## src/source/rv_isa_pkg.sv

```systemverilog
package rv_isa_pkg;

   // Raw instruction word as fetched
   typedef logic [31:0] instr_t;
   // Register value, XLEN 32
   typedef logic [31:0] word_t;
   // Register index, x0 to x31
   typedef logic [4:0]  reg_addr_t;
   // Opcode without the fixed 2'b11 low bits
   typedef logic [4:0]  opcode_t;
   typedef logic [2:0]  funct3_t;

   // Supported major opcodes, bits 6 to 2
   localparam opcode_t OPC_OP     = 5'b01100;
   localparam opcode_t OPC_OP_IMM = 5'b00100;

   // funct3 codes shared by OP and OP-IMM
   localparam funct3_t F3_ADD  = 3'b000;
   localparam funct3_t F3_SLL  = 3'b001;
   localparam funct3_t F3_SLT  = 3'b010;
   localparam funct3_t F3_SLTU = 3'b011;
   localparam funct3_t F3_XOR  = 3'b100;
   localparam funct3_t F3_SRL  = 3'b101;
   localparam funct3_t F3_OR   = 3'b110;
   localparam funct3_t F3_AND  = 3'b111;

endpackage

```

## src/source/core_ctrl_pkg.sv

```systemverilog
package core_ctrl_pkg;

   import rv_isa_pkg::*;

   // Core sequencing states
   typedef enum logic [1:0] {
      ST_FETCH,
      ST_LOAD,
      ST_RUN,
      ST_RETIRE
   } core_state_t;

   // Index of the bit currently in the serial datapath
   typedef logic [4:0] bit_cnt_t;

   // Last serial bit of a word
   localparam bit_cnt_t XLEN_LAST = 5'd31;

   // ALU control levels
   typedef struct packed {
      logic       sub;
      // funct3[1:0], 00 xor, 10 or, 11 and
      logic [1:0] bool_op;
      logic       cmp_sig;
      // One-hot, bit 0 add, bit 1 compare, bit 2 bool
      logic [2:0] rd_sel;
   } alu_ctrl_t;

   // Everything the decoder hands to the datapath
   typedef struct packed {
      reg_addr_t  rs1;
      reg_addr_t  rs2;
      reg_addr_t  rd;
      logic [11:0] imm;
      logic       op_b_imm;
      logic       rd_op;
      alu_ctrl_t  alu;
   } decode_t;

endpackage

```

## src/source/bit_counter.sv

```systemverilog
`timescale 1ns/1ps

module bit_counter
   import core_ctrl_pkg::*;
(
   input  logic clk,
   input  logic i_rst_n,
   input  logic i_run,
   output logic o_last
);

   bit_cnt_t cnt;

   // Wraps from 31 back to 0 on its own
   always_ff @(posedge clk) begin
      if (!i_rst_n) begin
         cnt <= '0;
      end else if (i_run) begin
         cnt <= cnt + 1'b1;
      end
   end

   // Count sits at 0 outside a run
   assign o_last = (cnt == XLEN_LAST);

endmodule

```

## src/source/core_fsm.sv

```systemverilog
`timescale 1ns/1ps

module core_fsm
   import core_ctrl_pkg::*;
(
   input  logic clk,
   input  logic i_rst_n,
   input  logic i_ibus_ack,
   input  logic i_last,
   output logic o_ibus_cyc,
   output logic o_load,
   output logic o_run,
   output logic o_retire
);

   core_state_t state;
   core_state_t state_nxt;
   logic        take;

   // Ack counts only while a request is open
   assign take = o_ibus_cyc & i_ibus_ack;

   always_comb begin
      state_nxt = state;
      case (state)
         ST_FETCH: begin
            if (take) begin
               state_nxt = ST_LOAD;
            end
         end
         ST_LOAD: begin
            state_nxt = ST_RUN;
         end
         ST_RUN: begin
            if (i_last) begin
               state_nxt = ST_RETIRE;
            end
         end
         // Next request already open during retire
         ST_RETIRE: begin
            state_nxt = take ? ST_LOAD : ST_FETCH;
         end
         default: begin
            state_nxt = ST_FETCH;
         end
      endcase
   end

   // Outputs registered from the next state, all low in reset
   always_ff @(posedge clk) begin
      if (!i_rst_n) begin
         state      <= ST_FETCH;
         o_ibus_cyc <= 1'b0;
         o_load     <= 1'b0;
         o_run      <= 1'b0;
         o_retire   <= 1'b0;
      end else begin
         state      <= state_nxt;
         o_ibus_cyc <= (state_nxt == ST_FETCH) | (state_nxt == ST_RETIRE);
         o_load     <= (state_nxt == ST_LOAD);
         o_run      <= (state_nxt == ST_RUN);
         o_retire   <= (state_nxt == ST_RETIRE);
      end
   end

endmodule

```

## src/source/imm_operand.sv

```systemverilog
`timescale 1ns/1ps

module imm_operand (
   input  logic        clk,
   input  logic        i_load,
   input  logic        i_run,
   input  logic [11:0] i_instr_imm,
   output logic        o_imm_bit
);

   logic [11:0] imm_q;

   // LSB first, sign bit refills the top
   always_ff @(posedge clk) begin
      if (i_load) begin
         imm_q <= i_instr_imm;
      end else if (i_run) begin
         imm_q <= {imm_q[11], imm_q[11:1]};
      end
   end

   // Bits 12 to 31 come out as the sign
   assign o_imm_bit = imm_q[0];

endmodule

```

## src/source/instr_decode.sv

```systemverilog
`timescale 1ns/1ps

module instr_decode
   import rv_isa_pkg::*;
   import core_ctrl_pkg::*;
(
   input  logic    clk,
   input  logic    i_rst_n,
   input  instr_t  i_ibus_rdt,
   input  logic    i_ibus_ack,
   output decode_t o_dec
);

   // Latched instruction fields
   opcode_t     opcode;
   funct3_t     funct3;
   logic        imm30;
   reg_addr_t   rs1;
   reg_addr_t   rs2;
   reg_addr_t   rd;
   logic [11:0] imm;

   logic is_op;
   logic is_op_imm;
   logic f3_add;
   logic f3_cmp;
   logic f3_bool;
   logic f3_shift;

   // Opcode and funct3 are control, cleared so nothing writes after reset
   always_ff @(posedge clk) begin
      if (!i_rst_n) begin
         opcode <= '0;
         funct3 <= '0;
      end else if (i_ibus_ack) begin
         opcode <= i_ibus_rdt[6:2];
         funct3 <= i_ibus_rdt[14:12];
      end
   end

   // Operand fields
   always_ff @(posedge clk) begin
      if (i_ibus_ack) begin
         imm30 <= i_ibus_rdt[30];
         rs1   <= i_ibus_rdt[19:15];
         rs2   <= i_ibus_rdt[24:20];
         rd    <= i_ibus_rdt[11:7];
         imm   <= i_ibus_rdt[31:20];
      end
   end

   assign is_op     = (opcode == OPC_OP);
   assign is_op_imm = (opcode == OPC_OP_IMM);

   // funct3 classes
   assign f3_add   = (funct3 == F3_ADD);
   assign f3_cmp   = (funct3 == F3_SLT) | (funct3 == F3_SLTU);
   assign f3_bool  = (funct3 == F3_XOR) | (funct3 == F3_OR) | (funct3 == F3_AND);
   assign f3_shift = (funct3 == F3_SLL) | (funct3 == F3_SRL);

   assign o_dec.rs1      = rs1;
   assign o_dec.rs2      = rs2;
   assign o_dec.rd       = rd;
   assign o_dec.imm      = imm;
   assign o_dec.op_b_imm = is_op_imm;
   // Shifts and other opcodes retire silently
   assign o_dec.rd_op    = (is_op | is_op_imm) & ~f3_shift;

   // Compares subtract, SUB only on OP with bit 30
   assign o_dec.alu.sub     = f3_cmp | (is_op & imm30 & f3_add);
   assign o_dec.alu.bool_op = funct3[1:0];
   // SLT 010 signed, SLTU 011 unsigned
   assign o_dec.alu.cmp_sig = ~funct3[0];
   assign o_dec.alu.rd_sel  = {f3_bool, f3_cmp, f3_add};

endmodule

```

## src/source/reg_file.sv

```systemverilog
`timescale 1ns/1ps

module reg_file
   import rv_isa_pkg::*;
(
   input  logic      clk,
   input  reg_addr_t i_rs1_addr,
   input  reg_addr_t i_rs2_addr,
   output word_t     o_rs1,
   output word_t     o_rs2,
   input  logic      i_wen,
   input  reg_addr_t i_rd_addr,
   input  word_t     i_rd_data
);

   word_t regs [32];

   always_ff @(posedge clk) begin
      if (i_wen) begin
         regs[i_rd_addr] <= i_rd_data;
      end
   end

   // x0 reads zero whatever the array holds
   assign o_rs1 = (i_rs1_addr == '0) ? '0 : regs[i_rs1_addr];
   assign o_rs2 = (i_rs2_addr == '0) ? '0 : regs[i_rs2_addr];

endmodule

```

## src/source/serial_alu.sv

```systemverilog
`timescale 1ns/1ps

module serial_alu
   import rv_isa_pkg::*;
   import core_ctrl_pkg::*;
(
   input  logic      clk,
   input  logic      i_load,
   input  logic      i_run,
   input  logic      i_last,
   input  alu_ctrl_t i_ctrl,
   input  logic      i_op_b_imm,
   input  word_t     i_rs1,
   input  word_t     i_rs2,
   input  logic      i_imm_bit,
   output word_t     o_result
);

   // Operand and result shift registers
   word_t op_a;
   word_t op_b;
   word_t res_q;
   logic  carry;
   logic  lt_q;

   logic a_bit;
   logic b_bit;
   logic b_add;
   logic sum_bit;
   logic c_out;
   logic bool_bit;
   logic res_bit;
   logic lt_bit;

   assign a_bit = op_a[0];
   assign b_bit = i_op_b_imm ? i_imm_bit : op_b[0];

   // Subtract as a + ~b + 1, carry-in preset on load
   assign b_add   = b_bit ^ i_ctrl.sub;
   assign sum_bit = a_bit ^ b_add ^ carry;
   assign c_out   = (a_bit & b_add) | (a_bit & carry) | (b_add & carry);

   // 00 xor, 10 or, 11 and
   assign bool_bit = i_ctrl.bool_op[1] ?
                     (i_ctrl.bool_op[0] ? (a_bit & b_bit) : (a_bit | b_bit)) :
                     (a_bit ^ b_bit);

   // One-hot select between adder and bool
   assign res_bit = (i_ctrl.rd_sel[0] & sum_bit) | (i_ctrl.rd_sel[2] & bool_bit);

   // Only meaningful on the MSB
   // Signed is sign xor overflow, overflow from carry in vs carry out
   assign lt_bit = i_ctrl.cmp_sig ? (sum_bit ^ (carry ^ c_out)) : ~c_out;

   always_ff @(posedge clk) begin
      if (i_load) begin
         op_a  <= i_rs1;
         op_b  <= i_rs2;
         carry <= i_ctrl.sub;
      end else if (i_run) begin
         op_a  <= {1'b0, op_a[31:1]};
         op_b  <= {1'b0, op_b[31:1]};
         carry <= c_out;
         // Fills from the top, LSB ends up at bit 0
         res_q <= {res_bit, res_q[31:1]};
         if (i_last) begin
            lt_q <= lt_bit;
         end
      end
   end

   // Compare result is the flag zero-extended
   assign o_result = i_ctrl.rd_sel[1] ? word_t'(lt_q) : res_q;

endmodule

```

## src/source/serial_core.sv

```systemverilog
`timescale 1ns/1ps

module serial_core
   import rv_isa_pkg::*;
   import core_ctrl_pkg::*;
(
   input  logic      clk,
   input  logic      i_rst_n,
   output logic      o_ibus_cyc,
   input  logic      i_ibus_ack,
   input  instr_t    i_ibus_rdt,
   output logic      o_retire,
   output logic      o_rd_wen,
   output reg_addr_t o_rd_addr,
   output word_t     o_rd_data
);

   decode_t dec;
   logic    load;
   logic    run;
   logic    last;
   logic    imm_bit;
   word_t   rs1_data;
   word_t   rs2_data;

   // Same enable the register file sees
   assign o_rd_wen  = o_retire & dec.rd_op & (dec.rd != '0);
   assign o_rd_addr = dec.rd;

   instr_decode u_decode (
      .clk        (clk),
      .i_rst_n    (i_rst_n),
      .i_ibus_rdt (i_ibus_rdt),
      .i_ibus_ack (i_ibus_ack),
      .o_dec      (dec)
   );

   core_fsm u_fsm (
      .clk        (clk),
      .i_rst_n    (i_rst_n),
      .i_ibus_ack (i_ibus_ack),
      .i_last     (last),
      .o_ibus_cyc (o_ibus_cyc),
      .o_load     (load),
      .o_run      (run),
      .o_retire   (o_retire)
   );

   bit_counter u_cnt (
      .clk     (clk),
      .i_rst_n (i_rst_n),
      .i_run   (run),
      .o_last  (last)
   );

   imm_operand u_imm (
      .clk         (clk),
      .i_load      (load),
      .i_run       (run),
      .i_instr_imm (dec.imm),
      .o_imm_bit   (imm_bit)
   );

   serial_alu u_alu (
      .clk        (clk),
      .i_load     (load),
      .i_run      (run),
      .i_last     (last),
      .i_ctrl     (dec.alu),
      .i_op_b_imm (dec.op_b_imm),
      .i_rs1      (rs1_data),
      .i_rs2      (rs2_data),
      .i_imm_bit  (imm_bit),
      .o_result   (o_rd_data)
   );

   reg_file u_rf (
      .clk        (clk),
      .i_rs1_addr (dec.rs1),
      .i_rs2_addr (dec.rs2),
      .o_rs1      (rs1_data),
      .o_rs2      (rs2_data),
      .i_wen      (o_rd_wen),
      .i_rd_addr  (dec.rd),
      .i_rd_data  (o_rd_data)
   );

endmodule
```

## config.mk

```make
export PLATFORM = sky130hd
export DESIGN_NAME = serial_core
export DESIGN_NICKNAME = d
export VERILOG_FILES = /design/src/source/rv_isa_pkg.sv /design/src/source/core_ctrl_pkg.sv /design/src/source/bit_counter.sv /design/src/source/core_fsm.sv /design/src/source/imm_operand.sv /design/src/source/instr_decode.sv /design/src/source/reg_file.sv /design/src/source/serial_alu.sv /design/src/source/serial_core.sv
export SDC_FILE = /design/constraint.sdc
export NUM_CORES = 1
export LEC_CHECK = 0
export ABC_AREA = 0
export BUFFER_PORTS_ARGS = -buffer_cell sky130_fd_sc_hd__buf_4
export CORE_ASPECT_RATIO = 1.5
export CORE_MARGIN = 3
export CORE_UTILIZATION = 60
export CTS_CLUSTER_DIAMETER = 60
export DETAILED_ROUTE_END_ITERATION = 12
export GPL_TIMING_DRIVEN = 0
export PLACE_DENSITY = 0.8
export SYNTH_ARGS = -nofsm -noshare
export SYNTH_HDL_FRONTEND = slang
export SYNTH_SLANG_ARGS = --single-unit
```

## constraint.sdc

```tcl
create_clock -name clk -period 3.65 [get_ports clk]
set_input_delay 0.1825 -clock clk [delete_from_list [all_inputs] [get_ports clk]]
set_output_delay 0.1825 -clock clk [all_outputs]
set_load 0.005 [all_outputs]
```

### Word-level counts from Yosys, hierarchy flattened

Memories as Yosys holds them, arrays and structs flattened. A register that Yosys moved wholly into a read port is not among the register bits.
Cells that the tools add are included.

* register bits after elaboration: 157
* output and inout port bits: 40
* RAM bits: 1024
* memories: 1
* logic and storage cells: 102
* input port bits: 35

* multiplexer cells: 23
* equality and inequality tests: 16
* reduce and logical (&&, ||, !) cells: 9
* add/subtract/negate cells: 1
* bitwise operators: 32

Memory list
* u_rf.regs: depth 32, bits a word 32, read ports 2, clocked after Yosys merged registers in 2, wr ports 1, line reg_file.sv:16 `word_t regs [32];`

Operators with widths (number)
* $mux 32: 7
* $and 1x1->1: 12
* $eq 3x3->1 const B: 4
* $mux 12: 1
* $mux 11: 1
* $or 1x1->1: 11
* $logic_not 5->1: 2
* $mux 5: 2
* $mux 1: 9
* $eq 2x2->1 const B: 4
* $pmux 2 s4: 1
* $eq 3x2->1 const B: 2
* $xor 1x1->1: 6
* $add 5x1->5 const B: 1
* $eq 5x3->1 const B: 1
* $eq 5x4->1 const B: 1
* $eq 5x5->1 const B: 1
* $reduce_bool 5->1: 1
* $eq 2x1->1 const B: 2
* $logic_not 2->1: 2
* $mux 2: 2
* $eq 3x1->1 const B: 1
* $logic_not 3->1: 1
* $not 1->1: 3
* other kinds (3): 3

### Logic depth before layout (Yosys ltp)

* depth in word-level cells: 11
* gate-level depth with buffers: 9
* mapped depth without buffers: 9

### By module

From an unflattened synthesis, not the netlist that was laid out.

* cell total of the unflattened synthesis: 2830
* area total of the unflattened synthesis: 53641.4 µm²

Modules (own cells, without submodules)
* reg_file: seq. area each 30749.5 µm², cells an instance 2460, times used 1, area each 47295.4 µm²
* serial_alu: seq. area each 2942.8 µm², cells an instance 227, times used 1, area each 4177.8 µm²
* instr_decode: seq. area each 820.8 µm², cells an instance 69, times used 1, area each 1119.8 µm²
* imm_operand: seq. area each 360.3 µm², cells an instance 26, times used 1, area each 539.3 µm²
* core_fsm: seq. area each 120.1 µm², cells an instance 23, times used 1, area each 251.5 µm²
* bit_counter: seq. area each 100.1 µm², cells an instance 23, times used 1, area each 241.5 µm²
* serial_core: seq. area each 0.0 µm², cells an instance 2, times used 1, area each 16.3 µm²

### Least setup slack after synthesis

No wires, ideal clock.

* path kind: register to register
* from: register u_decode.opcode[4]
* to: memory u_rf.regs[31][0] in the netlist's numbering, enable pin
* setup time: 0.421 ns
* arrival time: 2.650 ns
* path slack: 0.578 ns
* clock period less this slack: 3.072 ns
* data required time: 3.229 ns
* path buffers: 1
* stages on the path, launching flop included: 6
* cell sequence: dfxtp_1 nor4b_1 and3_1 clkbuf_1 nand3_1 nor2_1

* cells in the longest elaborated chain, start to end: 7
* elaborated cells between the ends (all ways): 8
* classes of those cells: eq/ne: 2; mux: 2; bitwise: 4

Ends and longest elaborated chain
* from (decl): line instr_decode.sv:15 `opcode_t opcode;`
* from (signal assigned): line instr_decode.sv:36 `opcode <= i_ibus_rdt[6:2];`
* $eq 5x4->1 / $eq 5x3->1 (equally long branches): line instr_decode.sv:52, instr_decode.sv:53
* $or 1x1->1 (*): line instr_decode.sv:67 `assign o_dec.rd_op = (is_op | is_op_imm) & ~f3_shift;`
* $and 1x1->1 (*): line instr_decode.sv:67
* $and 1x1->1 (*) (2 in series): line serial_core.sv:27 `assign o_rd_wen = o_retire & dec.rd_op & (dec.rd != '0);`
* $mux 1 (*): line reg_file.sv:19 `if (i_wen) begin`
* $mux 1 (not written as such) (*): line reg_file.sv:20 `regs[i_rd_addr] <= i_rd_data;`
* to (decl): line reg_file.sv:16

Mark *: on every way between the ends. The rest lies on a longest branch, timed or not.

==> results.py <==
metrics = {
    "power_and_ir_drop": {
        "power_per_cell_area_mw_per_mm2": 528,
        "leakage_nw": 21.1,
        "seqPwrFrac_pct": 49.6,
        "p_int_w": 0.0238,
        "p_clk_share_pct": 33.7,
        "peakVddDrop_mv": 0.432,
        "switchingPower_w": 0.00880,
        "comb_power_share_pct": 16.7,
        "swShare_pct": 27.0,
    },
    "clock_tree": {
        "clk_latency_ps": 720,
        "clock_path_buffers": 3,
        "cts_tree": "done",
        "cts_buffers": 106,
        "cts_sinks": 1185,
        "cts_max_level": 3,
        "root_buffer": "clkbuf_16",
        "clk_pin_slew_worst_paths_ps": 70,
    },
    "final_layout": {
        "syn2layout_area_growth_pct": 13.4,
        "drive_gt1_share_pct": 26.8,
        "nets": 3476,
        "utilization_pct": 68.9,
        "design_area_mm2": 0.0617,
    },
    "setup_path": {
        "critPathKind": "reg2reg",
        "worstReg2RegEnd": "u_alu.op_a[0]",
        "path_max_fanout": 10,
        "crit_path_start_kind": "register",
        "worst_path_max_delay_cell": "clkbuf_1",
        "arrival_ps": 4140,
        "r2r_cells": 7,
        "endpoint_kind": "register",
        "critPathRequiredTime_ps": 4030,
        "slowest_delay_ps": 780,
        "r2r_slack_ps": -110,
        "crit_chain": "buf_2, and2_1, clkbuf_1, clkbuf_2, a221oi_1, o311ai_1, o22ai_1",
    },
    "yosys": {
        "synth.area.top_cells": "edfxtp_1 (64%), mux4_2 (11%), mux2i_1 (8.4%)",
        "ys_types": 45,
        "yosys.area_share.simple_pct": 1.68,
        "yosys_warnings": 0,
        "synth_xor_area_share_pct": 0.0643,
        "yosys.area.top_type": "edfxtp_1",
        "yosysSeqAreaShare_pct": 64.8,
        "synth_edf_count": 1156,
        "synth_top_cell_area_share_pct": 63.7,
        "synth_top_family_by_area": "multiplexers",
        "synth_fa_ha_area_share_pct": 0.303,
        "synthMuxAreaShare_pct": 23.6,
        "synth-compound-area-share_pct": 6.66,
        "synth_flop_cell": "edfxtp_1",
        "syn_inst": 3104,
        "async_reset_ff_share_pct": 0,
        "synth_seq_cells": 1185,
        "avgSynthCellArea_um2": 17.5,
        "synth_area_mm2": 0.0545,
    },
    "timing": {
        "tightest_slew_ps": 1290,
        "fin_crit_ps": 3760,
        "maxSlewViolCount": 0,
        "fin_skew_ps": 23.7,
        "relSlewSlack_pct": 13.7,
        "grt_setup_unrepaired": "no",
        "setup-tns-final_ps": -110,
        "post-route-period-util_pct": 103,
        "hold_viol": 0,
        "setup_viol": 1,
        "worst_slack_ps": -110,
        "clock.fmax_ghz": 0.266,
    },
    "flow_run": {
        "maxCapViolCount": 0,
    },
    "placement": {
        "hpwl_um": 115000,
        "port_buffers": 72,
        "gp_congestion": 0.962,
        "pre_cts_ws_ps": -308,
        "dpl-instance-area_mm2": 0.0575,
    },
    "floorplanning": {
        "die_h_um": 375,
        "initial_utilization_pct": 60.8,
        "rows": 134,
        "fp.coreArea_mm2": 0.0895,
        "die_area_mm2": 0.0945,
        "io_pins": 75,
        "die_w_um": 252,
    },
    "global_route": {
        "antenna_found_initial": 6,
        "grt_pass1_wl_um": 239000,
        "grt_max_degree": 63,
        "grt_pass1_vias": 35300,
        "grt_use_total_pct": 35.5,
        "grt_remaining_overflow": 0,
    },
    "drt": {
        "routed_via_density": 7.32,
        "firstDrtPassIters": 8,
        "vias": 34200,
        "routedWlPerCell_um": 36.2,
        "drc": 0,
        "routed_wl_um": 169000,
        "drtAntennaViolNets": 0,
        "drt_iter0_drc": 4904,
    },
    "status": {
        "violations": "setup timing",
        "status": "finished, violations left",
    },
    "worst_hold_path": {
        "holdPathEnd": "u_decode.imm[11]",
        "hold_depth": 2,
        "min_from": "i_ibus_rdt[31]",
        "hp-class": "in2reg",
    },
}
-- critical path: cells and delay by family (launching register included) --
kind | cells | cell delay [ps]
DFF | 1 | 320
and+or+nand+nor | 1 | 200
AOI/OAI and AO/OA | 3 | 1140
buffers and inverters | 3 | 1770
-- synth_stat cells (34+ instances only) --
master	number
edfxtp_1	1156
mux2i_1	458
mux4_2	268
mux2_2	196
clkbuf_1	130
a21oi_1	119
a221oi_1	116
o22ai_1	90
a22o_1	89
inv_1	71
o221ai_1	55
and2_1	44
buf_2	36
buf_4	36
nor2_1	34
-- power groups by stage --
stage                     clock network, W  registers (W)  logic (W)
after floorplan                          0         0.0164    0.00322
after global placement                   0         0.0165    0.00495
after detailed placement                 0         0.0165    0.00519
after CTS                           0.0110         0.0162    0.00526
after global routing                0.0115         0.0162    0.00564
final                               0.0110         0.0162    0.00546
-- sequential cells by signal, indices dropped and copies added, names as in the netlist, named ones only --
name and count:
u_fsm.o_load 1, u_rf.regs 1024, u_decode.funct3 3, u_fsm.o_retire 1
u_decode.imm 12, u_alu.carry 1, u_alu.res_q 32, u_decode.rd 5
u_fsm.state 2, u_fsm.o_ibus_cyc 1, u_decode.rs1 5, u_decode.opcode 5
u_alu.op_b 32, u_alu.lt_q 1, u_cnt.cnt 5, u_fsm.o_run 1
u_imm.imm_q 12, u_alu.op_a 32
-- worst max path at each step --
stage	startpoint	end	slack (ps)
after global routing	u_decode.funct3[2]	o_rd_data[14]	30
after floorplan	u_decode.opcode[4]	u_rf.regs[31][0]	580
after CTS	u_decode.opcode[0]	u_rf.regs[25][23]	7
final	register	u_alu.op_a[0]	-110
after detailed placement	register	u_alu.op_a[0]	-310
after global placement	u_decode.opcode[4]	u_rf.regs[29][21]	-1760
-- cells by family (layout without fill, tap and decap cells) --
group,count (synthesis),count (layout)
compound gates,493,493
xor+xnor,4,4
fa+ha+maj,12,12
buf+inv,315,695
flops,1185,1185
mux,922,922
other cells,1,33
simple gates,172,172
-- placed cells by master (no fill, tap or decap), drive strengths merged, types with 75 or more instances in the layout --
cell type / synthesis / routed
a21oi: 119 / 119
mux4: 268 / 268
o22ai: 90 / 90
inv: 71 / 75
a22o: 89 / 89
clkbuf: 130 / 269
edfxtp: 1156 / 1156
mux2: 196 / 196
mux2i: 458 / 458
a221oi: 117 / 117
buf: 114 / 264
-- stage by stage --
stage	instances	power (W)	hold WS [ps]
CTS	4635	0.0324	157
detailed placement	4396	0.0217	362
global placement	4363	0.0214	362
finish	4672	0.0326	199
global route	4671	0.0333	194
floorplan	3135	0.0196	281
-- final cells by class --
cell class	count	area, µm²
Clock buffer	139	2900
Antenna cell	1	2.50
Timing Repair Buffer	186	2110
Tap cell	1156	1450
Buffer	244	1330
Fill cell	5663	27800
Clock inverter	55	402
Inverter	71	267
Sequential cell	1185	35300
Multi-Input combinational cell	1635	18000
-- repair_timing --
| item | 4_1_cts | 5_1_grt |
|---|---|---|
| hold endpoints to repair | 72 | 0 |
| endpoints found under the setup margin | 99 | 665 |
| buffers inserted | 9 | 36 |
| hold buffers | 36 | 0 |
| resized for setup | 24 | 15 |
| pin swaps | 5 | 11 |
-- metal layers --
layer / share of wire [%] / global-route usage (%)
met1: 31 / 40.2
met2: 49 / 59.1
met3: 11 / 8.74
met4: 8.6 / 25.2
met5: 0.031 / 0
No activity file was read; power rests on OpenSTA's default activity.
